`src/source/accel_consts.svh`:
```
`ifndef ACCEL_CONSTS_SVH
`define ACCEL_CONSTS_SVH

// array size and program store
`define NUM_LANES    4
`define PROG_DEPTH   256
`define PC_W         8
`define CMD_CREDITS  2

// register bus fields
`define GRP_W        7
`define IDX_W        7
`define ADDR_W       14
`define DATA_W       16

// group address map
`define GRP_LOCAL    7'd0
`define GRP_LAUNCH   7'd1
`define GRP_LANE0    7'd2
`define LAYER_INDEX  7'd1

// lane register indexes
`define LANE_IDX_A      2'd0
`define LANE_IDX_B      2'd1
`define LANE_IDX_ACC_LO 2'd2
`define LANE_IDX_ACC_HI 2'd3

`endif
```
`src/source/regbus_pkg.sv`:
```
`default_nettype none

`include "accel_consts.svh"

package regbus_pkg;

    typedef logic [`ADDR_W-1:0] reg_addr_t;
    typedef logic [`DATA_W-1:0] reg_data_t;

    typedef enum logic [1:0] {
        CMD_WRITE  = 2'd0,
        CMD_READ   = 2'd1,
        CMD_LAUNCH = 2'd2
    } cmd_kind_e;

    typedef struct packed {
        cmd_kind_e kind;
        reg_addr_t addr;
        reg_data_t data;
    } reg_cmd_t;

endpackage

`default_nettype wire

```
`src/source/response_merge.sv`:
```
`default_nettype none

`include "accel_consts.svh"

module response_merge (
    input  logic                  clk,
    input  logic                  rst,
    input  logic [`NUM_LANES-1:0] rd_valid,
    input  regbus_pkg::reg_data_t rd_data [`NUM_LANES],
    input  regbus_pkg::reg_addr_t rd_addr,
    input  logic [`NUM_LANES-1:0] lane_done,
    input  logic [`NUM_LANES-1:0] launch_mask,
    output logic                  done_executing,
    output logic                  read_valid,
    output regbus_pkg::reg_addr_t read_addr,
    output regbus_pkg::reg_data_t read_data
);
    import regbus_pkg::*;

    reg_data_t             sel_data;
    logic [`NUM_LANES-1:0] armed;
    logic [`NUM_LANES-1:0] armed_next;

    always_comb begin
        sel_data = '0;
        for (int i = 0; i < `NUM_LANES; i++) begin
            if (rd_valid[i]) begin
                sel_data = rd_data[i];
            end
        end
    end

    assign armed_next = (armed | launch_mask) & ~lane_done;

    always_ff @(posedge clk) begin
        if (|rd_valid) begin
            read_addr <= rd_addr;
            read_data <= sel_data;
        end
    end

    always_ff @(posedge clk or posedge rst) begin
        if (rst) begin
            read_valid     <= 1'b0;
            armed          <= '0;
            done_executing <= 1'b0;
        end else begin
            read_valid     <= |rd_valid;
            armed          <= armed_next;
            // last launched lane has finished
            done_executing <= armed != '0 && armed_next == '0;
        end
    end

    // reads retire one per cycle, so only one lane answers
    a_single_response: assert property (
        @(posedge clk) disable iff (rst) $onehot0(rd_valid)
    );

endmodule

`default_nettype wire

```
`config.mk`:
```
export PLATFORM = sky130hd
export DESIGN_NAME = response_merge
export DESIGN_NICKNAME = d
export VERILOG_FILES = /design/src/source/regbus_pkg.sv /design/src/source/response_merge.sv
export VERILOG_INCLUDE_DIRS = /design/src /design/src/source
export SDC_FILE = /design/constraint.sdc
export NUM_CORES = 1
export LEC_CHECK = 0
export BUFFER_PORTS_ARGS = -buffer_cell sky130_fd_sc_hd__buf_4
export CAP_MARGIN = 10
export CORE_ASPECT_RATIO = 1.2
export CORE_UTILIZATION = 24
export CTS_BUF_LIST = sky130_fd_sc_hd__clkbuf_8 sky130_fd_sc_hd__clkbuf_16
export DETAILED_ROUTE_END_ITERATION = 10
export GPL_TIMING_DRIVEN = 0
export PLACE_DENSITY = 0.56
export REMOVE_ABC_BUFFERS = 1
export SETUP_SLACK_MARGIN = 0.3
export SYNTH_ARGS = -nofsm -noshare
export SYNTH_HDL_FRONTEND = slang
export SYNTH_SLANG_ARGS = --single-unit
```
`constraint.sdc`:
```
create_clock -name clk -period 2.4 [get_ports clk]
set_clock_uncertainty 0.15 [all_clocks]
set_input_delay 0.36 -clock clk [delete_from_list [all_inputs] [get_ports clk]]
set_output_delay 0.36 -clock clk [all_outputs]
set_load 0.02 [all_outputs]
```
# Word level (Yosys, flattened, before mapping)
# Cells that the tools add are included.
# W data, S select, Z words.
[totals]
regBits = 36
latch_bits = 0
ramBits = 0
rom_bits = 0
input_bits = 92
output_inout_bits = 32
wordCells = 16
memories = 0
[classes]
addsub = 0
n_mul = 0
n_div = 0
n_lt_le_gt_ge = 0
n_eq_ne = 0
n_shift = 0
n_mux = 4
bitwise_logic = 3
reduce_logical = 4
[ops]
columns = ["cell", "n"]
rows = [
  ["$mux W16", 4],
  ["$and A4 B4 Y4", 1],
  ["$logic_not A4 Y1", 1],
  ["$not A4 Y4", 1],
  ["$or A4 B4 Y4", 1],
  ["$reduce_bool A4 Y1", 1],
  ["$reduce_or A4 Y1", 1],
  ["$logic_and A1 B1 Y1", 1],
]

# Longest topological paths before layout
[depth]
ltp_word = 4
ltp_mapped = 6

# Worst setup path before layout
# Ideal clock, no wire load.
[synth_path]
path_kind = "input to register"
start = "input port rd_valid[1]"
end = "register read_addr[0] (enable)"
setup_time_ps = 418
arrival_ps = 1480
path_slack_ps = 351
cell_stages = 3
path_buffers = 2
path_cell_list = "buf_6 > clkbuf_8 > or4_1"
[synth_between]
elab_chain_cells = 1
[synth_lines]
columns = ["element", "line", "text"]
rows = [
  ["start: declaration", "response_merge.sv:8", "input logic [`NUM_LANES-1:0] rd_valid,"],
  ["$reduce_or A4 Y1", "response_merge.sv:36", "if (|rd_valid) begin"],
  ["end signal: assignment", "response_merge.sv:37", "read_addr <= rd_addr;"],
  ["end: declaration", "response_merge.sv:15", "output regbus_pkg::reg_addr_t read_addr,"],
]
# No other way between the ends.
# A chain may end at the register's enable or synchronous reset.

# Worst setup path in the final report
[layout_path]
start = "input port rd_valid[3]"
end = "register read_addr[12] (enable)"
# Same word-level chain as after synthesis.

==> impl_metrics.json <==
{
  "status": "completed",
  "worstSetupPathType": "input pin to flop",
  "drive_above_1_share": 0.615,
  "place_area_sq_um": 2720,
  "p_int_mw": 1.20,
  "syn_to_final_growth_pct": 62.0,
  "synth_cells": 125,
  "rsz0062_at_grt": "no",
  "post-synth-top-count-cell": "edfxtp_1",
  "slowest_stage": "or4_1",
  "tns_ps": 0,
  "max_slew_margin": 0.522,
  "cts.sinks": 36,
  "ios": 124,
  "ys_top_cells_by_count": "30 x edfxtp_1, 16 x nand2_1, 16 x nor2b_1, 10 x a221oi_2, 10 x o31ai_2",
  "peakVddDrop_uv": 203,
  "setup_violations": 0,
  "max_cap_viol_count": 0,
  "seqPwrFrac": 0.470,
  "rows": 33,
  "route.detailed.vias_per_inst": 4.56,
  "hold_class": "input pin to flop",
  "switching_share": 0.254,
  "fin_crit_ps": 1930,
  "post-route-drc-count": 0,
  "synth_top_family_by_area": "compound AO/OA/AOI/OAI gates",
  "routed_wl_microns": 4970,
  "die-area_sq_um": 7620,
  "drtIter0Drc": 70,
  "dr.pass1.iters": 4,
  "fmax_mhz": 519,
  "synth_top_area_frac": 0.516,
  "cts.reportedPaths.clkPinSlew_ps": 70,
  "clockBufferDepth": 2,
  "maxSlewViolCount": 0,
  "worstSkewPairLatency_ps": 280,
  "synth.mux.area_fraction": 0,
  "start_util": 0.252,
  "yosys.area.top_type": "edfxtp_1",
  "power.switching_mw": 0.407,
  "htreeDepth": 2,
  "nets": 338,
  "wl_per_cell_microns": 14.9,
  "cp-start-kind": "input pin",
  "cts_resized": 0,
  "synthXorXnorAreaFrac": 0,
  "antenna_found_initial": 0,
  "gr-total-overflow": 0,
  "grt_pass1_vias": 1516,
  "core_sq_um": 6940,
  "setup_slack_ps": 475,
  "pwr-share-clk": 0.295,
  "numCtsBuffers": 5,
  "grt_pass1_wl_microns": 7580,
  "synth_fa_ha_area_frac": 0,
  "synth_simple_gate_area_frac": 0.128,
  "synth_compound_area_frac": 0.217,
  "cts_tree": "built",
  "leakage_nw": 1.25,
  "ys_types": 21,
  "seq_area_frac_synth": 0.602,
  "grt_usage": 0.133,
  "postSynth.asyncResetShare": 0.167,
  "critPathArrivalTime_ps": 1820,
  "max_stage_delay_ps": 900,
  "diodes": 0,
  "crit_fanout": 33,
  "die_w_microns": 79.9,
  "worst_slew_pin_slew_ps": 716,
  "crit_chain": "buf_4 > or4_1 > buf_16",
  "power_frac_comb": 0.235,
  "critical_path_buf_inv_count": 2,
  "stdcell_area_sq_um": 2830,
  "total_power_mw": 1.60,
  "pwr_density_cell_nw_per_um2": 567,
  "postRouteAntennaNets": 0,
  "ys_ff_latch": 36,
  "io_buffers": 123,
  "root_buffer": "clkbuf_8",
  "synth_area_leaders": "edfxtp_1 52%, a221oi_2 8.6%, dfrtp_1 8.6%",
  "dieHeight_microns": 95.4,
  "synth_ff_type": "edfxtp_1",
  "synth_edf_count": 30,
  "hold_viol": 0,
  "vias": 1524,
  "required_ps": 2290,
  "grt_max_degree": 34,
  "avgSynthCellArea_sq_um": 14.0,
  "place_congestion": 0.700,
  "finalCritPeriodShare": 0.802,
  "path_delay_family": "simple AND/OR/NAND/NOR gates",
  "syn_area_sq_um": 1750,
  "place_ws_ps": 144,
  "worstSetupEndpointType": "flop",
  "yosys_warnings": 0,
  "dp_hpwl_microns": 3650
}
power by group through the flow:
stage          Clock [mW]  Combinational (mW)  Sequential (mW)
2_1_floorplan           0              0.0761            0.835
3_3_place_gp            0               0.375            0.767
3_5_place_dp            0               0.380            0.768
4_1_cts             0.490               0.382            0.754
5_1_grt             0.513               0.405            0.759
6_report            0.473               0.376            0.754
cells in the final DEF (no fill, tap or decap), drive strengths merged:
master       instances
buf                124
edfxtp              30
nor2b               17
nand2               16
a221oi              16
o31ai               16
nor2                 8
clkbuf               7
dfrtp                6
nor4                 2
inv                  2
or4                  1
o22ai                1
dlygate4sd3          1
metrics by stage:
stage | cells | hold slack [ps] | utilization
floorplan | 114 | 0.959 | -
global placement | 324 | 146 | 0.388
detailed placement | 325 | 147 | 0.392
CTS | 334 | 74.6 | 0.408
global route | 334 | 76.6 | 0.408
finish | 334 | 81.1 | 0.408
layout make-up:
| class | count | area, sq um |
|---|---|---|
| tap | 87 | 109 |
| multi-input combinational | 77 | 603 |
| clock inverter | 1 | 3.75 |
| clock buffer | 7 | 96.3 |
| timing repair buffer | 125 | 961 |
| sequential | 36 | 1050 |
| inverter | 1 | 3.75 |
| fill | 690 | 4110 |
state kept, by name, indices dropped and copies added, names as in the netlist:
register and count:
read_addr 14, done_executing 1, armed 4, read_data 16, read_valid 1
kinds of logic after synthesis:
| kind of cell | count (synthesis) |
|---|---|
| and+or+nand+nor | 44 |
| buffers and inverters | 12 |
| DFF | 36 |
| AOI/OAI and AO/OA | 33 |
metal layers:
layer | GRT usage | routed length [microns] | up-vias
met5 | 0 | 0 | -
met4 | 0.0536 | 74 | 0
met3 | 0.0316 | 515 | 5
met2 | 0.220 | 2340 | 90
met1 | 0.167 | 2040 | 707
li1 | - | - | 722
path summary, 6_finish.rpt:
check | start | end | slack, ps | depth (start not counted)
min in group asynchronous | rst | armed[0] | 410 | 3
setup / recovery | rd_valid[3] | read_addr[12] | 470 | 3
max in group asynchronous | rst | armed[2] | 1500 | 3
setup reg to reg | armed[2] | done_executing | 1350 | 3
hold / removal | lane_done[3] | armed[3] | 80 | 2
hold reg to reg | armed[0] | armed[0] | 370 | 2
what timing repair did:
item | in CTS | in global routing
buffers inserted | 0 | 0
endpoints found under the hold margin | 6 | 0
hold buffers | 1 | 0
Power figures use the tool's default switching activity.
