`src/source/accel_consts.svh`:
```
`ifndef ACCEL_CONSTS_SVH
`define ACCEL_CONSTS_SVH

// array size and program store
`define NUM_LANES    4
`define PROG_DEPTH   256
`define PC_W         8
`define CMD_CREDITS  2

// register bus fields
`define GRP_W        7
`define IDX_W        7
`define ADDR_W       14
`define DATA_W       16

// group address map
`define GRP_LOCAL    7'd0
`define GRP_LAUNCH   7'd1
`define GRP_LANE0    7'd2
`define LAYER_INDEX  7'd1

// lane register indexes
`define LANE_IDX_A      2'd0
`define LANE_IDX_B      2'd1
`define LANE_IDX_ACC_LO 2'd2
`define LANE_IDX_ACC_HI 2'd3

`endif
```
`src/source/regbus_pkg.sv`:
```
`default_nettype none

`include "accel_consts.svh"

package regbus_pkg;

    typedef logic [`ADDR_W-1:0] reg_addr_t;
    typedef logic [`DATA_W-1:0] reg_data_t;

    typedef enum logic [1:0] {
        CMD_WRITE  = 2'd0,
        CMD_READ   = 2'd1,
        CMD_LAUNCH = 2'd2
    } cmd_kind_e;

    typedef struct packed {
        cmd_kind_e kind;
        reg_addr_t addr;
        reg_data_t data;
    } reg_cmd_t;

endpackage

`default_nettype wire

```
`src/source/mac_lane.sv`:
```
`default_nettype none

`include "accel_consts.svh"

module mac_lane (
    input  logic                  clk,
    input  logic                  rst,
    input  logic                  wr,
    input  logic                  rd,
    input  logic                  start,
    input  logic [1:0]            index,
    input  regbus_pkg::reg_data_t data,
    output logic                  busy,
    output logic                  done,
    output logic                  rd_valid,
    output regbus_pkg::reg_data_t rd_data
);
    import regbus_pkg::*;

    reg_data_t   op_a;
    reg_data_t   op_b;
    reg_data_t   iter;
    logic [31:0] acc;

    //////////////////////////////////////////////////////////////////////
    // iteration control
    //////////////////////////////////////////////////////////////////////

    always_ff @(posedge clk or posedge rst) begin
        if (rst) begin
            busy     <= 1'b0;
            done     <= 1'b0;
            rd_valid <= 1'b0;
            iter     <= '0;
        end else begin
            done     <= 1'b0;
            rd_valid <= rd;
            if (start) begin
                // a zero count finishes at once
                if (data == '0) begin
                    done <= 1'b1;
                end else begin
                    busy <= 1'b1;
                    iter <= data;
                end
            end else if (busy) begin
                iter <= iter - 1'b1;
                if (iter == 16'd1) begin
                    busy <= 1'b0;
                    done <= 1'b1;
                end
            end
        end
    end

    //////////////////////////////////////////////////////////////////////
    // datapath
    //////////////////////////////////////////////////////////////////////

    always_ff @(posedge clk) begin
        if (wr) begin
            case (index)
                `LANE_IDX_A:      op_a <= data;
                `LANE_IDX_B:      op_b <= data;
                `LANE_IDX_ACC_LO: acc  <= '0;
                default:          ;
            endcase
        end
        if (busy) begin
            acc <= acc + 32'(op_a) * 32'(op_b);
        end
        if (rd) begin
            case (index)
                `LANE_IDX_A:      rd_data <= op_a;
                `LANE_IDX_B:      rd_data <= op_b;
                `LANE_IDX_ACC_LO: rd_data <= acc[15:0];
                default:          rd_data <= acc[31:16];
            endcase
        end
    end

    // dispatcher holds writes back until the lane is idle
    a_no_write_while_busy: assert property (
        @(posedge clk) disable iff (rst) !(wr && busy)
    );

endmodule

`default_nettype wire

```
`config.mk`:
```
export PLATFORM = sky130hd
export DESIGN_NAME = mac_lane
export DESIGN_NICKNAME = d
export VERILOG_FILES = /design/src/source/regbus_pkg.sv /design/src/source/mac_lane.sv
export VERILOG_INCLUDE_DIRS = /design/src /design/src/source
export SDC_FILE = /design/constraint.sdc
export NUM_CORES = 1
export LEC_CHECK = 0
export BUFFER_PORTS_ARGS = -buffer_cell sky130_fd_sc_hd__buf_4
export CORE_ASPECT_RATIO = 1.5
export CORE_MARGIN = 10
export CORE_UTILIZATION = 50
export CTS_CLUSTER_DIAMETER = 120
export CTS_CLUSTER_SIZE = 20
export DETAILED_ROUTE_END_ITERATION = 16
export PLACE_DENSITY = 0.7
export SLEW_MARGIN = 20
export SYNTH_ARGS = -nofsm -noshare
export SYNTH_HDL_FRONTEND = slang
export SYNTH_SLANG_ARGS = --single-unit
export TNS_END_PERCENT = 100
```
`constraint.sdc`:
```
create_clock -name clk -period 7.5 [get_ports clk]
set_input_delay 1.5 -clock clk [delete_from_list [all_inputs] [get_ports clk]]
set_output_delay 1.5 -clock clk [all_outputs]
set_load 0.1 [all_outputs]
```
## Word-level counts from Yosys, hierarchy flattened

Index checks and enable logic that the tools add are counted.

| storage, ports and cells | value |
|---|---|
| output and inout port bits | 19 |
| input bits | 23 |
| word-level logic and storage cells | 39 |
| flip-flop bits (word level) | 99 |

| operators by class | value |
|---|---|
| multiply operators | 1 |
| multiplexer cells | 15 |
| reductions and logical operators | 9 |
| add/subtract/negate cells | 2 |
| eq/ne operators | 4 |

Operators with widths:

| kind | count |
|---|---|
| two-way mux 32 bit | 3 |
| two-way mux 16 bit | 3 |
| case mux 16 bit (3 select lines) | 1 |
| adder 32 bit | 1 |
| multiplier 16 x 16 -> 32 bit | 1 |
| == test 16 x 1 -> 1 bit, second input constant | 1 |
| logical NOT 16 bit | 1 |
| subtractor 16 x 1 -> 16 bit, second input constant | 1 |
| two-way mux 1 bit | 8 |
| AND reduction 2 bit | 4 |
| nonzero test 2 bit | 3 |
| == test 2 x 1 -> 1 bit, second input constant | 1 |
| == test 2 bit, second input constant | 1 |
| logical NOT 2 bit | 1 |
| != test 2 bit, second input constant | 1 |

## Longest topological paths before layout

| logic depth | value |
|---|---|
| depth after elaboration | 4 |
| depth in mapped cells | 23 |
| mapped depth without buffers | 21 |

## Least setup slack after synthesis

OpenSTA, ideal clock, no wires.

| path | value |
|---|---|
| kind | reg2reg |
| start | register op_b[7] |
| end | register acc[31], data pin |
| library setup time | 0.262 ns |
| stages on the path, launching flop included | 23 |
| arrival | 5.701 ns |
| slack | 1.537 ns |
| required time | 7.238 ns |
| path buffers | 2 |
| clock period less this slack | 5.963 ns |
| cells stage by stage | edfxtp_1 -> clkbuf_1 -> nand2_1 -> fa_1 -> inv_1 -> fa_1 -> inv_1 -> fa_1 -> inv_1 -> fa_1 -> fa_1 -> inv_1 -> fa_1 -> inv_1 -> ha_1 -> buf_2 -> nand2_1 -> o21ai_0 -> o21bai_1 -> o2111ai_4 -> a2111oi_2 -> nor2_1 -> mux2_1 |

| on the way | value |
|---|---|
| longest elaborated chain between the ends | 3 |

Ends and longest elaborated chain:

| what | line | RTL |
|---|---|---|
| start, declared | mac_lane.sv:21 | `reg_data_t op_b;` |
| start signal, assigned | mac_lane.sv:64 | `` `LANE_IDX_B: op_b <= data; `` |
| multiplier 16 x 16 -> 32 bit | mac_lane.sv:70 | `acc <= acc + 32'(op_a) * 32'(op_b);` |
| adder 32 bit | mac_lane.sv:70 |  |
| two-way mux 32 bit | mac_lane.sv:69 | `if (busy) begin` |
| end signal, assigned | mac_lane.sv:70 |  |
| end, declared | mac_lane.sv:23 | `logic [31:0] acc;` |

No other way between the ends.
A chain may end at the register's enable or synchronous reset.

## Final worst setup path

Ends and elaborated chain as after synthesis.

==> metrics.txt <==
run status finished, final reports clean; synth top area cells fa_1, edfxtp_1, ha_1, inv_1, and2_1; Root Driver clkbuf_16; number of synthesized flops with an enable pin 80; syn_nets 1716; #FFs+latches synth a little under 100; worst r2r path cells 20; worst path cell trace nand2_1 > fa_1 > inv_1 > fa_1 > inv_1 > fa_1 > inv_1 > fa_1 > fa_1 > inv_1 > fa_1 > inv_1 > ha_1 > nand2_1 > o21ai_0 > o21bai_1 > o2111ai_4 > a2111oi_2 > nor2_1 > mux2_1; die height ~220 um; Total Nets Final 1723; largest net degree at the start of global routing 33; CP max FO 17; Detailed Routing Iterations Pass 1 5; site row count 73; f_max around 150 MHz; via count ~9600; Die ar. 34000 sq um; Crit Path Class reg -> reg; # clock sinks 99; sequential share of the synthesized area 0.214; initial antenna violation count 0; Syn Area/Cell about 10 sq um; DP Wirelength 28.1 mm; CP required 7.63 ns; num ports 42; Ys Warns 0; Max Transition Viols Final 0; CTS tree built; CTS hold repair buffers 0; drt wl/cell just over 20 um; Critical Path Slowest Stage Cell edfxtp_1; reg-to-reg slack, setup 0.92 ns; RD Place Congestion between 0.9 and 1; post-CTS setup buffer count 0; gr usage total 0.215; number of global-route vias before repair between 10000 and 15000; Critical Path Sink acc[31]$_SDFFCE_PN0P_; Num CTS Buffers 9; fin crit share 0.877; Initial DRC Count just over 700; final hold vios 0; ANT nets after route 0; post-synth top area share 0.335; global-route wire length before repair 56.6 mm; Worst Path Buf+Inv 5; CP Launch Type flip-flop; share of layout cells above drive strength 1 0.0660; RSZ-0062 raised after global routing no; Worst path most repeated cell fa_1; core area 26500 sq um; crit path DAT 6.71 ns; reg2reg end acc[31]$_SDFFCE_PN0P_; maxcap violations 0; hold slack 0.513 ns; total grt overflow 0; Initial Util 0.507; crit path launch op_b[7]$_DFFE_PP_; clock skew 0.00842 ns; Die Wd between 150 and 200 um; area delta synth->final 6.43%; Setup TNS 0 ns; post-cts sizing count 0; Synth async-reset ratio 0.192; clk buf depth 2; Post-Layout Cell Count 1718; endpoints failing setup 0; fin util 0.540; Worst R2R Start op_b[7]$_DFFE_PP_; Yosys cell types 64; dpl cells 1700; max incr delay on CP 0.87 ns; htree depth 3; commonest non-fill, non-tap cell in the layout inv_1; Crit path depth 20; Slew @ Worst Pin between 0.9 and 1 ns; most frequent cells in the layout inv_1, fa_1, nand2_1, and2_1, ha_1; Period minus WS final 6.58 ns; Top Family by Delay on Critical Path adder cells; synthesized instance count 1367; DRT Wirelength 35.4 mm; Yosys top cell by area fa_1; Worst-Skew Late Latency 0.38 ns; Mapped Area 13400 sq um; I/O Buffers 41; via/cell ratio 5.59; commonest register cell after synthesis edfxtp_1; Reg clk slew, reported paths approximately 0.08 ns; crit path capture type flip-flop; DRC viols 0; HP Class reg -> reg; Worst slew margin 0.351
## routing by layer
layer,track usage,share of wire,vias to the layer above,routed length [um]
li1,-,-,4246,-
met1,0.239,0.37,4932,13000
met2,0.389,0.53,330,18800
met3,0.0356,0.054,94,1900
met4,0.107,0.047,0,1650
met5,0,0,-,0
## stage by stage
step | instance area, sq um | setup slack (ns)
2_1_floorplan | 13400 | 1.54
3_3_place_gp | 14000 | 1.12
3_5_place_dp | 14000 | 1.04
4_1_cts | 14300 | 1.01
5_1_grt | 14300 | 0.634
6_report | 14300 | 0.919
## layout make-up
type / count / area, sq um
multi-input cells: 899 / 9170
repair buffers: 46 / 345
clock buffers: 9 / 225
well taps: 337 / 422
fillers: 2442 / 12200
clock inverters: 7 / 57.6
flip-flops and latches: 99 / 2880
inverters: 319 / 1200
diodes: 2 / 5.00
## cells in the mapped netlist, types with 2 or more instances
library cell  number
a21oi_1           40
ha_1             101
and2_1           113
nand2b_1           9
clkbuf_1          45
nand3_1            9
a21boi_0           3
o21ai_0           27
a211o_1            2
nand3b_1           2
and3_1             4
fa_1             225
inv_1            318
a211oi_1           5
a21o_1             5
xor2_1            12
mux4_2            16
nor4_1             5
o31ai_1            2
nor3_1            13
xnor2_1           13
o21a_1             5
o21bai_1           2
a311oi_1           2
a311o_1            2
or3_1              3
o41ai_1            2
nand4_1            6
dfrtp_1           19
nor3b_1            3
buf_2              3
o211ai_1           4
nor2_1            48
mux2i_1            3
nand2_1          185
a31oi_1            2
a221o_1            3
edfxtp_1          80
## sequential cells by signal, indices dropped and copies added (netlist names)
register	flops
iter	16
busy	1
rd_valid	1
op_b	16
rd_data	16
done	1
op_a	16
acc	32
## worst register-to-register path, delay by kind of cell, from the launching register on
| family | cells | cell delay [ns] |
|---|---|---|
| muxes | 1 | 0.31 |
| AOI/OAI and AO/OA | 4 | 1.06 |
| DFF | 1 | 0.87 |
| adders and majority gates | 7 | 3.48 |
| and+or+nand+nor | 3 | 0.36 |
| buffers and inverters | 5 | 0.26 |
## cell families after synthesis
group                      synth area share
and+or+nand+nor                       0.146
buffers and inverters                 0.104
adders and majority gates             0.429
AOI/OAI and AO/OA                    0.0596
DFF                                   0.214
xor gates and xnor gates             0.0163
muxes                                0.0299
## worst min path at each step
stage               slack [ns]  depth (start not counted)              endpoint                  from
floorplan                 0.47                          1  iter[15]$_DFFE_PP0P_  iter[15]$_DFFE_PP0P_
global placement          0.49                          1  iter[15]$_DFFE_PP0P_  iter[15]$_DFFE_PP0P_
detailed placement        0.50                          1  iter[15]$_DFFE_PP0P_  iter[15]$_DFFE_PP0P_
CTS                       0.52                          1  iter[15]$_DFFE_PP0P_  iter[15]$_DFFE_PP0P_
global route              0.53                          1  iter[15]$_DFFE_PP0P_  iter[15]$_DFFE_PP0P_
finish                    0.51                          1  iter[15]$_DFFE_PP0P_  iter[15]$_DFFE_PP0P_
Power is left out: the tool's default activity adds up to more than one toggle a clock period on the data nets, which glitch-free logic cannot reach.
