$ cat src/source/accel_consts.svh
`ifndef ACCEL_CONSTS_SVH
`define ACCEL_CONSTS_SVH

// array size and program store
`define NUM_LANES    4
`define PROG_DEPTH   256
`define PC_W         8
`define CMD_CREDITS  2

// register bus fields
`define GRP_W        7
`define IDX_W        7
`define ADDR_W       14
`define DATA_W       16

// group address map
`define GRP_LOCAL    7'd0
`define GRP_LAUNCH   7'd1
`define GRP_LANE0    7'd2
`define LAYER_INDEX  7'd1

// lane register indexes
`define LANE_IDX_A      2'd0
`define LANE_IDX_B      2'd1
`define LANE_IDX_ACC_LO 2'd2
`define LANE_IDX_ACC_HI 2'd3

`endif
$ cat src/source/regbus_pkg.sv
`default_nettype none

`include "accel_consts.svh"

package regbus_pkg;

    typedef logic [`ADDR_W-1:0] reg_addr_t;
    typedef logic [`DATA_W-1:0] reg_data_t;

    typedef enum logic [1:0] {
        CMD_WRITE  = 2'd0,
        CMD_READ   = 2'd1,
        CMD_LAUNCH = 2'd2
    } cmd_kind_e;

    typedef struct packed {
        cmd_kind_e kind;
        reg_addr_t addr;
        reg_data_t data;
    } reg_cmd_t;

endpackage

`default_nettype wire

$ cat src/source/isa_pkg.sv
`default_nettype none

`include "accel_consts.svh"

package isa_pkg;

    typedef enum logic [1:0] {
        OP_NOP   = 2'b00,
        OP_WRITE = 2'b01,
        OP_READ  = 2'b10,
        OP_HALT  = 2'b11
    } opcode_e;

    // register form: group and index address one register
    typedef struct packed {
        opcode_e               op;
        logic [`GRP_W-1:0]     group;
        logic [`IDX_W-1:0]     index;
        logic [`DATA_W-1:0]    data;
    } reg_instr_t;

    // launch form: index field carries the lane mask, data the iteration count
    typedef struct packed {
        opcode_e               op;
        logic [`GRP_W-1:0]     group;
        logic [`IDX_W-1:0]     lane_mask;
        logic [`DATA_W-1:0]    count;
    } launch_instr_t;

    typedef union packed {
        reg_instr_t    r;
        launch_instr_t l;
    } instr_u;

endpackage

`default_nettype wire

$ cat src/source/regbus_if.sv
`default_nettype none

// command stream from the driver, one credit per command in flight
interface regbus_if;
    import regbus_pkg::*;

    logic     cmd_valid;
    reg_cmd_t cmd;
    logic     credit_return;

    modport master (
        output cmd_valid,
        output cmd,
        input  credit_return
    );

    modport slave (
        input  cmd_valid,
        input  cmd,
        output credit_return
    );

endinterface

`default_nettype wire

$ cat src/source/program_driver.sv
`default_nettype none

`include "accel_consts.svh"

module program_driver (
    input  logic             clk,
    input  logic             rst,
    input  logic             run,
    input  logic [`PC_W-1:0] pc_max,
    output logic             re,
    output logic [`PC_W-1:0] pc,
    input  isa_pkg::instr_u  instr,
    regbus_if.master         bus,
    input  logic             done_executing,
    output logic             next_layer,
    output logic             program_done
);
    import isa_pkg::*;
    import regbus_pkg::*;

    localparam int CRED_W = $clog2(`CMD_CREDITS + 1);

    typedef enum logic [1:0] {
        S_IDLE,
        S_FETCH,
        S_ISSUE,
        S_WAIT
    } drv_state_e;

    drv_state_e        state;
    logic              active;
    logic [CRED_W-1:0] credits;
    logic              is_write;
    logic              is_read;
    logic              is_layer;
    logic              is_launch;
    logic              send;

    //////////////////////////////////////////////////////////////////////
    // decode
    //////////////////////////////////////////////////////////////////////

    assign is_write  = instr.r.op == OP_WRITE;
    assign is_read   = instr.r.op == OP_READ;
    assign is_layer  = is_write && instr.r.group == `GRP_LOCAL
                       && instr.r.index == `LAYER_INDEX;
    assign is_launch = instr.l.op == OP_WRITE && instr.l.group == `GRP_LAUNCH;
    // group 0 stays local, everything else goes on the bus
    assign send      = (is_write || is_read) && instr.r.group != `GRP_LOCAL;

    always_comb begin
        bus.cmd.kind = is_launch ? CMD_LAUNCH : (is_read ? CMD_READ : CMD_WRITE);
        // launch mask and count sit in the index and data fields
        bus.cmd.addr = {instr.r.group, instr.r.index};
        bus.cmd.data = instr.r.data;
    end

    assign bus.cmd_valid = state == S_ISSUE && send && credits != '0;
    assign re            = state == S_IDLE && active && pc < pc_max;

    //////////////////////////////////////////////////////////////////////
    // sequencing
    //////////////////////////////////////////////////////////////////////

    always_ff @(posedge clk or posedge rst) begin
        if (rst) begin
            state        <= S_IDLE;
            active       <= 1'b0;
            pc           <= '0;
            next_layer   <= 1'b0;
            program_done <= 1'b0;
        end else begin
            next_layer   <= 1'b0;
            program_done <= 1'b0;
            case (state)
                S_IDLE: begin
                    // run is taken as a start pulse
                    if (!active) begin
                        if (run) begin
                            active <= 1'b1;
                            pc     <= '0;
                        end
                    end else if (pc < pc_max) begin
                        state <= S_FETCH;
                    end else begin
                        active       <= 1'b0;
                        program_done <= 1'b1;
                    end
                end
                S_FETCH: begin
                    pc    <= pc + 1'b1;
                    state <= S_ISSUE;
                end
                S_ISSUE: begin
                    if (is_layer) begin
                        next_layer <= 1'b1;
                    end
                    if (!send) begin
                        state <= S_IDLE;
                    end else if (credits != '0) begin
                        state <= is_launch ? S_WAIT : S_IDLE;
                    end
                end
                S_WAIT: begin
                    if (done_executing) begin
                        state <= S_IDLE;
                    end
                end
                default: state <= S_IDLE;
            endcase
        end
    end

    always_ff @(posedge clk or posedge rst) begin
        if (rst) begin
            credits <= CRED_W'(`CMD_CREDITS);
        end else begin
            case ({bus.cmd_valid, bus.credit_return})
                2'b10:   credits <= credits - 1'b1;
                2'b01:   credits <= credits + 1'b1;
                default: credits <= credits;
            endcase
        end
    end

    // dispatcher never returns more credits than it was given
    a_credit_bound: assert property (
        @(posedge clk) disable iff (rst) credits <= `CMD_CREDITS
    );

endmodule

`default_nettype wire

$ cat src/flat_wrapper.sv
// flat-port wrapper written by rule: the top's interface ports become plain ports
module program_driver_flat import isa_pkg::*; import regbus_pkg::*;
  (clk, rst, run, pc_max, re, pc, instr, done_executing, next_layer, program_done, bus_cmd_valid, bus_cmd, bus_credit_return);
  regbus_if bus_i ();
  input  logic clk;
  input  logic rst;
  input  logic run;
  input  logic [`PC_W-1:0] pc_max;
  output logic re;
  output logic [`PC_W-1:0] pc;
  input  isa_pkg::instr_u instr;
  input  logic done_executing;
  output logic next_layer;
  output logic program_done;
  output wire logic [$bits(bus_i.cmd_valid)-1:0] bus_cmd_valid;
  output wire logic [$bits(bus_i.cmd)-1:0] bus_cmd;
  input wire logic [$bits(bus_i.credit_return)-1:0] bus_credit_return;
  assign bus_cmd_valid = bus_i.cmd_valid;
  assign bus_cmd = bus_i.cmd;
  assign bus_i.credit_return = bus_credit_return;
  program_driver u_core (.clk(clk), .rst(rst), .run(run), .pc_max(pc_max), .re(re), .pc(pc), .instr(instr), .bus(bus_i), .done_executing(done_executing), .next_layer(next_layer), .program_done(program_done));
endmodule
$ cat config.mk
export PLATFORM = sky130hd
export DESIGN_NAME = program_driver_flat
export DESIGN_NICKNAME = d
export VERILOG_FILES = /design/src/source/regbus_pkg.sv /design/src/source/isa_pkg.sv /design/src/source/regbus_if.sv /design/src/source/program_driver.sv /design/src/flat_wrapper.sv
export VERILOG_INCLUDE_DIRS = /design/src /design/src/source
export SDC_FILE = /design/constraint.sdc
export NUM_CORES = 1
export LEC_CHECK = 0
export BUFFER_PORTS_ARGS = -buffer_cell sky130_fd_sc_hd__clkbuf_2
export CAP_MARGIN = 0
export CORE_MARGIN = 3
export CORE_UTILIZATION = 44
export DETAILED_ROUTE_END_ITERATION = 16
export PLACE_DENSITY = 0.93
export SLEW_MARGIN = 20
export SYNTH_ARGS = -nofsm -noshare
export SYNTH_HDL_FRONTEND = slang
export SYNTH_SLANG_ARGS = --single-unit
$ cat constraint.sdc
create_clock -name clk -period 4.22 [get_ports clk]
set_clock_uncertainty 0.2 [all_clocks]
set_input_delay 0.211 -clock clk [delete_from_list [all_inputs] [get_ports clk]]
set_output_delay 0.211 -clock clk [all_outputs]
set_load 0.005 [all_outputs]
# After elaboration in Yosys (flattened, before gate mapping)
# Index checks and enable logic that the tools add are counted.
[totals]
ff_bits = 15
input_bits = 45
output_inout_bits = 44
wordCells = 63
[classes]
addsub = 3
n_lt_le_gt_ge = 1
eq_ne = 15
n_mux = 21
reduce_logical = 17
[ops]
columns = ["cell", "n"]
rows = [
  ["$mux 8", 2],
  ["$pmux 8 s2", 1],
  ["$eq 7x1->1 const B", 2],
  ["$mux 2", 7],
  ["$mux 1", 9],
  ["$add 8x1->8 const B", 1],
  ["$eq 2x2->1 const B", 4],
  ["$logic_and 1x1->1", 8],
  ["$lt 8x8->1", 1],
  ["$ne 2x2->1 const B", 4],
  ["$pmux 2 s4", 1],
  ["$logic_not 7->1", 1],
  ["$reduce_bool 7->1", 1],
  ["$eq 2x1->1 const B", 3],
  ["$reduce_bool 2->1", 3],
  ["$pmux 2 s2", 1],
  ["$reduce_and 4->1", 1],
  ["$ne 3x3->1 const B", 1],
  ["$reduce_and 3->1", 1],
  ["$add 2x1->2 const B", 1],
  ["$logic_not 2->1", 1],
  ["$ne 2x1->1 const B", 1],
  ["$sub 2x1->2 const B", 1],
  ["$logic_or 1x1->1", 1],
]

# Logic depth before layout (Yosys ltp)
[logic_depth]
word_depth = 7
depth_mapped = 9

# Worst setup path before layout
# No wires, ideal clock.
[synth_path]
kind = "input -> register"
from = "in instr[30] in the netlist's numbering"
to = "reg u_core.credits[1]"
setup_ns = 0.075
arrival_time_ns = 1.487
required_ns = 3.945
path_slack_ns = 2.459
path_stages = 9
cell_sequence = "inv_1 -> ha_1 -> nand2b_1 -> nor3_1 -> nand2_1 -> ha_1 -> xor2_1 -> nor2_1 -> xor2_1"
[synth_between]
elab_chain_cells = 7
elab_cells_between_ends = 10
[synth_rtl]
columns = ["item", "line", "source"]
rows = [
  ["start: declaration", "flat_wrapper.sv:11", "input isa_pkg::instr_u instr;"],
  ["$eq 2x1->1 / $eq 2x2->1 (equally long branches)", "program_driver.sv:43, program_driver.sv:44", ""],
  ["$logic_or 1x1->1 (*)", "program_driver.sv:49", "assign send = (is_write || is_read) && instr.r.group != `GRP_LOCAL;"],
  ["$logic_and 1x1->1 (no source line) (*)", "-", ""],
  ["$logic_and 1x1->1 (*) (2 in series)", "program_driver.sv:58", "assign bus.cmd_valid = state == S_ISSUE && send && credits != '0;"],
  ["$eq 2x1->1 / $eq 2x2->1 (equally long branches)", "program_driver.sv:118", "case ({bus.cmd_valid, bus.credit_return})"],
  ["$pmux 2 s2 / $reduce_bool 2->1 (equally long branches)", "-", ""],
  ["end signal: assignment", "program_driver.sv:119", "2'b10: credits <= credits - 1'b1;"],
  ["end signal: assignment", "program_driver.sv:120", "2'b01: credits <= credits + 1'b1;"],
  ["end signal: assignment", "program_driver.sv:121", "default: credits <= credits;"],
  ["end: declaration", "program_driver.sv:32", "logic [CRED_W-1:0] credits;"],
]
# Every way passes the cells marked *; elsewhere a longest branch is shown, timed or not.
# A chain may end at the register's enable or synchronous reset.

# Worst setup path after layout
[layout_path]
from = "reg u_core.pc[1]"
to = "out re"
[layout_between]
elab_chain_cells = 2
[layout_rtl]
columns = ["item", "line", "source"]
rows = [
  ["start: declaration", "program_driver.sv:11", "output logic [`PC_W-1:0] pc,"],
  ["start signal: assignment", "program_driver.sv:91", "pc <= pc + 1'b1;"],
  ["$lt 8x8->1", "program_driver.sv:59", "assign re = state == S_IDLE && active && pc < pc_max;"],
  ["$logic_and 1x1->1", "program_driver.sv:59", ""],
  ["end: declaration", "flat_wrapper.sv:9", "output logic re;"],
]
# No other way between the ends.

==> results.json <==
{
  "slowest_delay_ps": 430,
  "worstHoldPathType": "in -> reg",
  "chipHeight_um": 59.2,
  "fin_setup_tns_ps": 0,
  "antenna_cells": 0,
  "path_buf_inv": 1,
  "worstPathMaxFanout": 5,
  "fp.dieW_um": 59.2,
  "holdWs_ps": 31.9,
  "ctsResizeCount": 0,
  "tightest_slew_ps": 538,
  "drv_cap": 0,
  "die_area_sq_um": 3500,
  "finalCriticalPeriod_ps": 2270,
  "period_share_pct": 53.7,
  "place.gp.congestion": 0.807,
  "antenna_found_initial": 0,
  "cts_tree": "yes",
  "syn-num-nets": 200,
  "power.switching_mw": 0.232,
  "drc": 0,
  "drv_slew": 0,
  "cts_inserted_buffers": 3,
  "numPortBuffers": 56,
  "cts_max_path_buffers": 2,
  "worst-setup-path-type": "reg -> out",
  "rsz0062_at_grt": "false",
  "area_growth_pct": 12.1,
  "synth.ff_latch_count": 15,
  "required_ps": 3810,
  "fin_cells": 206,
  "wl_um": 2390,
  "synth-main-ff-cell": "dfrtp_1",
  "postCtsHoldBufs": 5,
  "core_area_sq_um": 2590,
  "vias_per_cell": 5.04,
  "ios": 89,
  "numClockSinks": 15,
  "max_freq_mhz": 441,
  "finalHoldViolCount": 0,
  "worst_path_max_delay_cell": "dfrtp_1",
  "ant_nets": 0,
  "ir_worst_vdd_mv": 0.317,
  "async_reset_ff_share_pct": 100,
  "place_inst": 197,
  "firstDrtPassIters": 4,
  "num_vias": 1038,
  "setup-violations-final": 0,
  "outcome": "complete, no violations",
  "fp-row-count": 18,
  "slew_headroom_pct": 64.1,
  "synth_cells": 144,
  "drive_gt1_share_pct": 38.1,
  "synth-edff-count": 0,
  "grt-ovfl-total": 0,
  "fin_nets": 233,
  "syn_avg_cell_area_sq_um": 8.64,
  "crit_family": "compound AO/OA/AOI/OAI gates",
  "worstPathCellList": "ha_1, a2111oi_0, o31ai_1, nor2_1, clkbuf_2",
  "grt_pass1_vias": 954,
  "p_leak_nw": 0.731,
  "power_density_nw_per_um2": 410,
  "comb_power_share_pct": 41.1,
  "hpwl_um": 1980,
  "endpoint_kind": "output port",
  "drt-initial-drc-count": 9,
  "syn_area_sq_um": 1240,
  "arrival_ps": 1860,
  "grt_pass1_wl_um": 3860,
  "place_ws_ps": 2210,
  "synth_cell_types": 38,
  "wl_per_cell_um": 11.6,
  "cts-root-buf": "clkbuf_4",
  "layout_setup_ws_ps": 1950,
  "crit_path_start_kind": "flop",
  "cts.reportedPaths.clkPinSlew_ps": 80,
  "seq_power_share_pct": 44.9,
  "grtUsageTotal_pct": 14.2,
  "cts_setup_buffers": 0,
  "initial_core_util_pct": 48.0,
  "ys_seq_area_share_pct": 30.3,
  "p_clk_share_pct": 14.0,
  "grt_max_degree": 16,
  "p_int_mw": 0.339,
  "power_switching_share_pct": 40.6,
  "yosysWarnings": 0,
  "htreeDepth": 1,
  "clkLatencyLatePin_ps": 280
}
stage by stage:
| step | area, sq um | util, % | power (mW) |
|---|---|---|---|
| 2_1_floorplan | 1240 | - | 0.425 |
| 3_3_place_gp | 1320 | 50.9 | 0.483 |
| 3_5_place_dp | 1320 | 50.9 | 0.491 |
| 4_1_cts | 1390 | 53.8 | 0.576 |
| 5_1_grt | 1390 | 53.8 | 0.629 |
| 6_report | 1390 | 53.8 | 0.571 |
tightest hold or removal path: cells and delay by family:
kind / cells / cell delay [ps]
compound gates: 2 / 170
buf+inv: 1 / 100
cell usage in the layout (no fill, tap or decap), types with 3 or more instances in the layout:
master / n
clkbuf_2: 56
dfrtp_1: 14
inv_1: 12
ha_1: 11
nand2_1: 10
nor2_1: 9
a21oi_1: 8
dlygate4sd3_1: 5
o31ai_1: 4
xor2_1: 3
o21ai_0: 3
or3_1: 3
clkbuf_4: 3
kinds of logic after synthesis:
logic type | Yosys count | share of synthesized area, %
buf+inv | 46 | 23.5
xor+xnor | 4 | 2.82
flops | 15 | 30.3
fa+ha+maj | 11 | 11.1
compound gates | 26 | 13.9
simple gates | 42 | 18.4
worst paths after layout:
kind	slack [ps]	cells after the start	endpoint	from
max	1950	5	re	u_core.pc[1]$_DFFE_PP0P_
min	30	3	u_core.active$_DFFE_PP0P_	run
max reg2reg	2140	4	u_core.next_layer$_DFF_PP0_	u_core.state[1]$_DFFE_PP0P_
min reg2reg	330	1	u_core.active$_DFFE_PP0P_	u_core.active$_DFFE_PP0P_
max in group asynchronous	3160	3	u_core.credits[1]$_DFFE_PP1P_	rst
min in group asynchronous	290	3	u_core.pc[3]$_DFFE_PP0P_	rst
metal layers:
metal	wire length, um	GRT usage (%)	vias up
met5	0	0	-
met4	0	2.27	0
met3	183	4.79	0
met2	1170	24.6	29
met1	1030	17.2	472
li1	-	-	537
flip-flops by register name (all words and copies together) (netlist names):
register             count
u_core.state             2
u_core.next_layer        1
u_core.active            1
u_core.program_done      1
u_core.pc                8
u_core.credits           2
Yosys cell counts, types with 2 or more instances:
| library cell | count | share of area [%] |
|---|---|---|
| inv_1 | 12 | 3.6 |
| buf_4 | 32 | 19 |
| o211ai_1 | 2 | 1.2 |
| nand2_1 | 10 | 3.0 |
| a31oi_1 | 2 | 1.0 |
| a21oi_1 | 8 | 3.2 |
| o21ai_0 | 3 | 1.2 |
| nand4_1 | 2 | 1.0 |
| dfrtp_1 | 14 | 28 |
| o31ai_1 | 4 | 2.4 |
| o21a_1 | 2 | 1.2 |
| nor2_1 | 9 | 2.7 |
| or4_1 | 2 | 1.2 |
| nor3_1 | 2 | 0.80 |
| nand2b_1 | 2 | 1.0 |
| ha_1 | 11 | 11 |
| nand3_1 | 2 | 0.80 |
| xor2_1 | 3 | 2.1 |
| or3_1 | 3 | 1.5 |
power by group through the flow:
stage | registers, mW | logic (mW) | clock network, mW
2_1_floorplan | 0.235 | 0.190 | 0
3_3_place_gp | 0.257 | 0.226 | 0
3_5_place_dp | 0.258 | 0.233 | 0
4_1_cts | 0.256 | 0.237 | 0.0829
5_1_grt | 0.266 | 0.274 | 0.0889
6_report | 0.257 | 0.235 | 0.0797
area by class of cell:
class                      count  area, sq um
multi-input combinational     83          574
tap                           30         37.5
inverter                      13         48.8
sequential                    15          377
fill                         236         1200
clock buffer                   4         26.3
timing repair buffer          61          330
Note: power is estimated with default switching activity, not from simulation.
