[src/source/accel_consts.svh]
`ifndef ACCEL_CONSTS_SVH
`define ACCEL_CONSTS_SVH

// array size and program store
`define NUM_LANES    4
`define PROG_DEPTH   256
`define PC_W         8
`define CMD_CREDITS  2

// register bus fields
`define GRP_W        7
`define IDX_W        7
`define ADDR_W       14
`define DATA_W       16

// group address map
`define GRP_LOCAL    7'd0
`define GRP_LAUNCH   7'd1
`define GRP_LANE0    7'd2
`define LAYER_INDEX  7'd1

// lane register indexes
`define LANE_IDX_A      2'd0
`define LANE_IDX_B      2'd1
`define LANE_IDX_ACC_LO 2'd2
`define LANE_IDX_ACC_HI 2'd3

`endif
[src/source/regbus_pkg.sv]
`default_nettype none

`include "accel_consts.svh"

package regbus_pkg;

    typedef logic [`ADDR_W-1:0] reg_addr_t;
    typedef logic [`DATA_W-1:0] reg_data_t;

    typedef enum logic [1:0] {
        CMD_WRITE  = 2'd0,
        CMD_READ   = 2'd1,
        CMD_LAUNCH = 2'd2
    } cmd_kind_e;

    typedef struct packed {
        cmd_kind_e kind;
        reg_addr_t addr;
        reg_data_t data;
    } reg_cmd_t;

endpackage

`default_nettype wire

[src/source/regbus_if.sv]
`default_nettype none

// command stream from the driver, one credit per command in flight
interface regbus_if;
    import regbus_pkg::*;

    logic     cmd_valid;
    reg_cmd_t cmd;
    logic     credit_return;

    modport master (
        output cmd_valid,
        output cmd,
        input  credit_return
    );

    modport slave (
        input  cmd_valid,
        input  cmd,
        output credit_return
    );

endinterface

`default_nettype wire

[src/source/lane_dispatch.sv]
`default_nettype none

`include "accel_consts.svh"

module lane_dispatch (
    input  logic                  clk,
    input  logic                  rst,
    regbus_if.slave               bus,
    output logic [`NUM_LANES-1:0] lane_wr,
    output logic [`NUM_LANES-1:0] lane_rd,
    output logic [`NUM_LANES-1:0] lane_start,
    output logic [1:0]            lane_index,
    output regbus_pkg::reg_data_t lane_data,
    input  logic [`NUM_LANES-1:0] lane_busy,
    output logic [`NUM_LANES-1:0] launch_mask,
    output regbus_pkg::reg_addr_t rd_addr
);
    import regbus_pkg::*;

    localparam int DEPTH = `CMD_CREDITS;
    localparam int PTR_W = (DEPTH > 1) ? $clog2(DEPTH) : 1;

    reg_cmd_t              queue [DEPTH];
    logic [PTR_W-1:0]      wr_ptr;
    logic [PTR_W-1:0]      rd_ptr;
    logic [PTR_W:0]        count;
    reg_cmd_t              head;
    logic [`GRP_W-1:0]     grp;
    logic [`NUM_LANES-1:0] target;
    logic                  retire;

    assign head = queue[rd_ptr];
    assign grp  = head.addr[`ADDR_W-1:`IDX_W];

    // one-hot lane for register access, lane mask for a launch
    always_comb begin
        target = '0;
        if (head.kind == CMD_LAUNCH) begin
            target = head.addr[`NUM_LANES-1:0];
        end else begin
            for (int i = 0; i < `NUM_LANES; i++) begin
                if (grp == 7'(`GRP_LANE0 + i)) begin
                    target[i] = 1'b1;
                end
            end
        end
    end

    // head waits until every lane it touches is idle
    assign retire = count != '0 && (target & lane_busy) == '0;

    assign lane_wr     = (retire && head.kind == CMD_WRITE) ? target : '0;
    assign lane_rd     = (retire && head.kind == CMD_READ) ? target : '0;
    assign lane_start  = (retire && head.kind == CMD_LAUNCH) ? target : '0;
    assign launch_mask = lane_start;
    assign lane_index  = head.addr[1:0];
    assign lane_data   = head.data;

    assign bus.credit_return = retire;

    always_ff @(posedge clk) begin
        if (bus.cmd_valid) begin
            queue[wr_ptr] <= bus.cmd;
        end
        // tag lines up with the lane's rd_valid
        if (retire && head.kind == CMD_READ) begin
            rd_addr <= head.addr;
        end
    end

    always_ff @(posedge clk or posedge rst) begin
        if (rst) begin
            wr_ptr <= '0;
            rd_ptr <= '0;
            count  <= '0;
        end else begin
            if (bus.cmd_valid) begin
                wr_ptr <= (wr_ptr == PTR_W'(DEPTH - 1)) ? '0 : wr_ptr + 1'b1;
            end
            if (retire) begin
                rd_ptr <= (rd_ptr == PTR_W'(DEPTH - 1)) ? '0 : rd_ptr + 1'b1;
            end
            case ({bus.cmd_valid, retire})
                2'b10:   count <= count + 1'b1;
                2'b01:   count <= count - 1'b1;
                default: count <= count;
            endcase
        end
    end

    // the driver's credits keep the queue from overflowing
    a_queue_no_overflow: assert property (
        @(posedge clk) disable iff (rst) bus.cmd_valid |-> count < DEPTH
    );

endmodule

`default_nettype wire

[src/flat_wrapper.sv]
// flat-port wrapper written by rule: the top's interface ports become plain ports
module lane_dispatch_flat import regbus_pkg::*;
  (clk, rst, lane_wr, lane_rd, lane_start, lane_index, lane_data, lane_busy, launch_mask, rd_addr, bus_cmd_valid, bus_cmd, bus_credit_return);
  regbus_if bus_i ();
  input  logic clk;
  input  logic rst;
  output logic [`NUM_LANES-1:0] lane_wr;
  output logic [`NUM_LANES-1:0] lane_rd;
  output logic [`NUM_LANES-1:0] lane_start;
  output logic [1:0] lane_index;
  output regbus_pkg::reg_data_t lane_data;
  input  logic [`NUM_LANES-1:0] lane_busy;
  output logic [`NUM_LANES-1:0] launch_mask;
  output regbus_pkg::reg_addr_t rd_addr;
  input wire logic [$bits(bus_i.cmd_valid)-1:0] bus_cmd_valid;
  input wire logic [$bits(bus_i.cmd)-1:0] bus_cmd;
  output wire logic [$bits(bus_i.credit_return)-1:0] bus_credit_return;
  assign bus_i.cmd_valid = bus_cmd_valid;
  assign bus_i.cmd = bus_cmd;
  assign bus_credit_return = bus_i.credit_return;
  lane_dispatch u_core (.clk(clk), .rst(rst), .bus(bus_i), .lane_wr(lane_wr), .lane_rd(lane_rd), .lane_start(lane_start), .lane_index(lane_index), .lane_data(lane_data), .lane_busy(lane_busy), .launch_mask(launch_mask), .rd_addr(rd_addr));
endmodule
[config.mk]
export PLATFORM = sky130hd
export DESIGN_NAME = lane_dispatch_flat
export DESIGN_NICKNAME = d
export VERILOG_FILES = /design/src/source/regbus_pkg.sv /design/src/source/regbus_if.sv /design/src/source/lane_dispatch.sv /design/src/flat_wrapper.sv
export VERILOG_INCLUDE_DIRS = /design/src /design/src/source
export SDC_FILE = /design/constraint.sdc
export NUM_CORES = 1
export LEC_CHECK = 0
export ABC_AREA = 1
export BUFFER_PORTS_ARGS = -buffer_cell sky130_fd_sc_hd__buf_2
export CAP_MARGIN = 20
export CORE_MARGIN = 8
export CORE_UTILIZATION = 35
export CTS_CLUSTER_SIZE = 28
export DETAILED_ROUTE_END_ITERATION = 8
export PLACE_DENSITY = 0.6
export SYNTH_ARGS = -nofsm -noshare
export SYNTH_HDL_FRONTEND = slang
export SYNTH_SLANG_ARGS = --single-unit
[constraint.sdc]
create_clock -name clk -period 2.4 [get_ports clk]
set_input_delay 0 -clock clk [delete_from_list [all_inputs] [get_ports clk]]
set_output_delay 0 -clock clk [all_outputs]
set_load 0.03 [all_outputs]
Word level (Yosys, flattened, before mapping)
Memory sizes are Yosys's and may differ from the RTL's.
Cells that the tools add are included.
{"block": "word_totals", "reg_bits": 18, "mem_bits_rw": 64, "inputBits": 39, "n_memories": 1}
{"block": "classes", "n_eq_ne": 8, "bitwise": 1, "n_mux": 13, "addsub": 4, "reduce_logical": 8}
{"name": "u_core.queue", "depth": 2, "width": 32, "read_ports": 1, "rd_ports_with_merged_regs": 0, "write_ports": 1, "line": "lane_dispatch.sv:23", "source": "reg_cmd_t queue [DEPTH];"}
{"cell": "4-bit 2-to-1 mux", "n": 4}
{"cell": "7-bit by 2-bit == test with 1-bit output (second input constant)", "n": 2}
{"cell": "7-bit by 3-bit == test with 1-bit output (second input constant)", "n": 2}
{"cell": "1-bit 2-to-1 mux", "n": 8}
{"cell": "4-bit bitwise AND", "n": 1}
{"cell": "2-bit by 1-bit == test with 1-bit output (second input constant)", "n": 2}
{"cell": "2-bit == test (second input constant)", "n": 2}
{"cell": "1-bit logical AND", "n": 4}
{"cell": "4-bit zero test", "n": 1}
{"cell": "2-bit one-hot mux with 2 select lines", "n": 1}
{"cell": "2-bit nonzero test", "n": 2}
{"cell": "1-bit adder (second input constant)", "n": 2}
{"cell": "2-bit by 1-bit adder with 2-bit output (second input constant)", "n": 1}
{"cell": "2-bit zero test", "n": 1}
{"cell": "2-bit by 1-bit subtractor with 2-bit output (second input constant)", "n": 1}

Longest topological paths before layout
An unclocked memory read counts as a cell.
{"block": "depth", "depth_word": 9, "ltp_mapped": 18}

Worst setup path after synthesis
OpenSTA, ideal clock, no wires.
{"block": "synth_path", "kind": "flip-flop to flip-flop", "start": "register u_core.rd_ptr", "end": "register u_core.count[1]", "arrival_ps": 2174, "path_stages_with_launch": 17, "setup_time_ps": 124, "path_slack_ps": 101, "cell_sequence": "dfrtp_1 -> buf_6 -> inv_8 -> buf_12 -> nand2_4 -> nand2_4 -> nand3_1 -> nor2_1 -> nand2_1 -> a21boi_4 -> nor2_8 -> nand2_2 -> inv_1 -> ha_1 -> a21oi_1 -> o21ai_0 -> xnor2_1"}
{"block": "synth_via", "elab_chain_len": 9}
{"item": "from (decl)", "line": "lane_dispatch.sv:25", "source": "logic [PTR_W-1:0] rd_ptr;"}
{"item": "from (signal assigned)", "line": "lane_dispatch.sv:81", "source": "rd_ptr <= (rd_ptr == PTR_W'(DEPTH - 1)) ? '0 : rd_ptr + 1'b1;"}
{"item": "memory read 2 x 32 bit (*)"}
{"item": "7-bit by 2-bit == test with 1-bit output or 7-bit by 3-bit == test with 1-bit output (tied branches)", "line": "lane_dispatch.sv:42", "source": "if (grp == 7'(`GRP_LANE0 + i)) begin"}
{"item": "1-bit 2-to-1 mux", "line": "lane_dispatch.sv:42"}
{"item": "4-bit 2-to-1 mux (*)", "line": "lane_dispatch.sv:38", "source": "if (head.kind == CMD_LAUNCH) begin"}
{"item": "4-bit bitwise AND (*)", "line": "lane_dispatch.sv:50", "source": "assign retire = count != '0 && (target & lane_busy) == '0;"}
{"item": "4-bit zero test (*)", "line": "lane_dispatch.sv:50"}
{"item": "1-bit logical AND (*)", "line": "lane_dispatch.sv:50"}
{"item": "named net bus_credit_return", "line": "flat_wrapper.sv:17", "source": "output wire logic [$bits(bus_i.credit_return)-1:0] bus_credit_return;"}
{"item": "2-bit by 1-bit == test with 1-bit output or 2-bit == test (tied branches)", "line": "lane_dispatch.sv:83", "source": "case ({bus.cmd_valid, retire})"}
{"item": "2-bit one-hot mux with 2 select lines or 2-bit nonzero test (tied branches)"}
{"item": "to (signal assigned)", "line": "lane_dispatch.sv:84", "source": "2'b10: count <= count + 1'b1;"}
{"item": "to (signal assigned)", "line": "lane_dispatch.sv:85", "source": "2'b01: count <= count - 1'b1;"}
{"item": "to (signal assigned)", "line": "lane_dispatch.sv:86", "source": "default: count <= count;"}
{"item": "to (decl)", "line": "lane_dispatch.sv:26", "source": "logic [PTR_W:0] count;"}
The timed path passes the listed nets; every way through them passes the cells marked *.
A chain may end at the register's enable or synchronous reset.

Final worst setup path
{"block": "layout_path", "start": "register u_core.rd_ptr", "end": "output lane_start[0]"}
{"block": "layout_via", "elab_chain_len": 9}
{"item": "memory read 2 x 32 bit (*)"}
{"item": "7-bit by 2-bit == test with 1-bit output or 7-bit by 3-bit == test with 1-bit output (tied branches)", "line": "lane_dispatch.sv:42"}
{"item": "1-bit 2-to-1 mux", "line": "lane_dispatch.sv:42"}
{"item": "4-bit 2-to-1 mux", "line": "lane_dispatch.sv:38"}
{"item": "4-bit bitwise AND", "line": "lane_dispatch.sv:50"}
{"item": "4-bit zero test", "line": "lane_dispatch.sv:50"}
{"item": "1-bit logical AND", "line": "lane_dispatch.sv:50"}
{"item": "1-bit logical AND", "line": "lane_dispatch.sv:54", "source": "assign lane_start = (retire && head.kind == CMD_LAUNCH) ? target : '0;"}
{"item": "4-bit 2-to-1 mux (*)", "line": "lane_dispatch.sv:54"}
{"item": "to (decl)", "line": "flat_wrapper.sv:9", "source": "output logic [`NUM_LANES-1:0] lane_start;"}
Every way passes the cells marked *; elsewhere a longest branch is shown, timed or not.

==> results.txt <==
Status: finished clean
Place WS: -0.0270 ns
Yosys top cell by area: edfxtp_1
Slowest-stage cell, CP: dfrtp_2
Clock period minus worst slack: 2.36 ns
Initial Utilization: 35.3%
Startpoint types: flip-flop
Final setup viols: 0
Max Fanout on Critical Path: 6
Sw frac: 41.4%
Total wire length: 7.58 mm
GRT Overall Usage: 11.0%
GR Util met3: 4.31%
GRT overflow: 0
Die Y: 117 um
Global Route met2 Usage: 18.9%
Slew Viols, Final: 0
Final worst slack: 0.0358 ns
Clock share of power: 16.4%
Vias in the first global route: 2338
Via density: 4.13
Drt first pass iters: 4
Critical Path AT: 2.36 ns
Commonest non-fill, non-tap cell in the layout: nand2_1
Prevailing post-synth register cell: edfxtp_1
Gate power share: 47.5%
Largest stage delay, worst path: 0.50 ns
Unrepaired setup endpoints after global routing: yes
Die X: 117 um
DP Wirelength: 5.19 mm
GRT Max-Usage Layer: met2
Core ar.: 10100 um^2
Storage cell area: 2440 um^2
CP Data Required Time: 2.40 ns
CP endpoint kind: output port
Synth area leaders: edfxtp_1, nand2_1, buf_4, dfrtp_1, inv_1
Share of layout cells above drive strength 1: 38.2%
Initial antenna violation count: 0
Worst Hold Class: in2async
Fin util: 48.2%
Asr flop ratio synth: 4.88%
Final #Nets: 462
Sequential share of power: 36.1%
Hold Vio Cnt, Final: 0
Largest net degree at the start of global routing: 33
Internal: 3390 uW
Switching power: 2390 uW
PortBufs: 87
Antenna Nets Post-Route: 0
Worst rel slew slack: 70.3%
Pwr dens: 1190 nW/um^2
ANT cells: 0
Seq/Total Area, Yosys: 68.5%
Post-Syn Instances: 297
CTS root buffer: clkbuf_8
Synth top area share: 65.7%
GPL Wtd Cong: 0.792
TritonCTS clock tree: done
Worst-path clk slew: 0.08 ns
Filler cells: 939
Clock sinks: 82
Critical-path cell list: buf_6 -> nand2_1 -> nand2_4 -> nor2_8 -> nor2_2 -> nand2_1 -> nand2_2 -> nand2_2 -> nand2_4 -> nor2_8 -> buf_6 -> nand3_4 -> nor2_2 -> buf_4
Max cap viols: 0
Clock Tree Buf Depth: 2
Number of library cell types mapped by synthesis: 26
DR vias: 2324
Number of synthesized flops with an enable pin: 78
Cell family with most CP delay: simple AND/OR/NAND/NOR gates
Most frequent cells in the layout: nand2_1, edfxtp_1, buf_2
Buf+Inv Stages, Crit Path: 3
DRC violations left: 0
First-pass GRT wire length: 11.4 mm
DIE AREA: 13700 um^2
Worst skew pair latency: 0.34 ns
Type of the worst setup path: reg2out
CTS buffer count: 9
Worst slew pin tran: 0.446 ns
Yosys warns: 0
R2r worst-path depth: 14
Site row count: 37
Yosys reg bits: 82
Worst path depth: 14
Syn nets: 337
Syn Std Cell Area: 3570 um^2
1st-iter DRT viols: 54
P_leak: 0.00209 uW
P&R area growth vs syn: 36.4%
Period utilisation layout: 98.5%
Final Skew: 0.00623 ns
H-tree depth: 3
Syn avg cell area: 12.0 um^2
Peak VDD IR: 0.000556 V
Area of the multi-input gates: 893 um^2
Met1 usage: 12.9%
Io pins: 88
WL/cell: 13.5 um
Fmax achieved: 423 MHz
metrics by stage:
step / cells / area (um^2) / power, uW / hold WS [ns] / setup TNS, ns
3_3_place_gp: 504 / 4050 / 4440 / -0.103 / -0.0841
3_5_place_dp: 504 / 4050 / 4470 / -0.102 / -0.388
2_1_floorplan: 297 / 3570 / 4030 / -0.234 / 0
4_1_cts: 554 / 4580 / 5480 / 0.0772 / 0
6_report: 563 / 4870 / 5790 / 0.0831 / 0
5_1_grt: 563 / 4870 / 6160 / 0.0838 / -1.43
flip-flops by register name, indices dropped and copies added, names as in the netlist:
register / cells
u_core.queue: 64
u_core.rd_addr: 14
u_core.count: 2
u_core.wr_ptr: 1
u_core.rd_ptr: 1
cells by family (layout without fill, tap and decap cells):
family	Yosys count	in the layout	synth area share, %
simple gates	148	148	19.8
fa+ha+maj	1	1	0.351
compound gates	6	6	1.23
flops	82	82	68.5
xor+xnor	3	3	0.737
buf+inv	57	187	9.44
cell type report:
| type | count | share of cell area, % |
|---|---|---|
| repair buffers | 142 | 21.4 |
| inverters | 28 | 2.49 |
| flip-flops and latches | 82 | 50.2 |
| repair inverters | 1 | 0.180 |
| clock inverters | 4 | 1.08 |
| clock buffers | 12 | 2.78 |
| well taps | 136 | 3.50 |
| multi-input cells | 158 | 18.4 |
power by group through the flow:
| stage | clock (uW) | sequential, uW | combinational, uW |
|---|---|---|---|
| CTS | 978 | 2090 | 2410 |
| global placement | 0 | 2110 | 2330 |
| floorplan | 0 | 2220 | 1810 |
| global route | 1030 | 2120 | 3000 |
| finish | 949 | 2090 | 2750 |
| detailed placement | 0 | 2120 | 2350 |
Yosys cell counts (3+ instances only):
cell,instances
nand2_1,102
edfxtp_1,78
inv_1,25
buf_4,22
nor2_1,19
nand2_2,10
nand2_4,6
dfrtp_1,4
nand3_1,4
clkbuf_1,3
repair_timing:
item / in CTS / in global routing
resized for setup: 1 / 73
pin swaps: 0 / 8
buffers inserted: 0 / 8
hold buffers: 34 / 0
hold endpoints to repair: 69 / 0
gates cloned: 0 / 1
endpoints found under the setup margin: 28 / 31
worst min-delay path, cell delays in order:
cell           delay, ns
dlygate4sd3_1       0.53
buf_2               0.11
inv_1               0.14
path summary, 6_finish.rpt:
check	slack (ns)	to	from
min in group clk	0.13	u_core.rd_ptr	lane_busy[1]
hold / removal	0.08	u_core.count[0]	rst
max in group asynchronous	2.14	u_core.rd_ptr	rst
setup reg to reg	0.09	u_core.count[1]	u_core.rd_ptr
hold reg to reg	0.47	u_core.count[1]	u_core.count[1]
setup / recovery	0.04	lane_start[0]	u_core.rd_ptr
per-layer routing:
layer | vias up | share of wire (%)
li1 | 1189 | -
met1 | 1063 | 43
met2 | 67 | 49
met3 | 5 | 7.3
met4 | 0 | 0.73
met5 | - | 0
(Power assumes the default switching activity.)
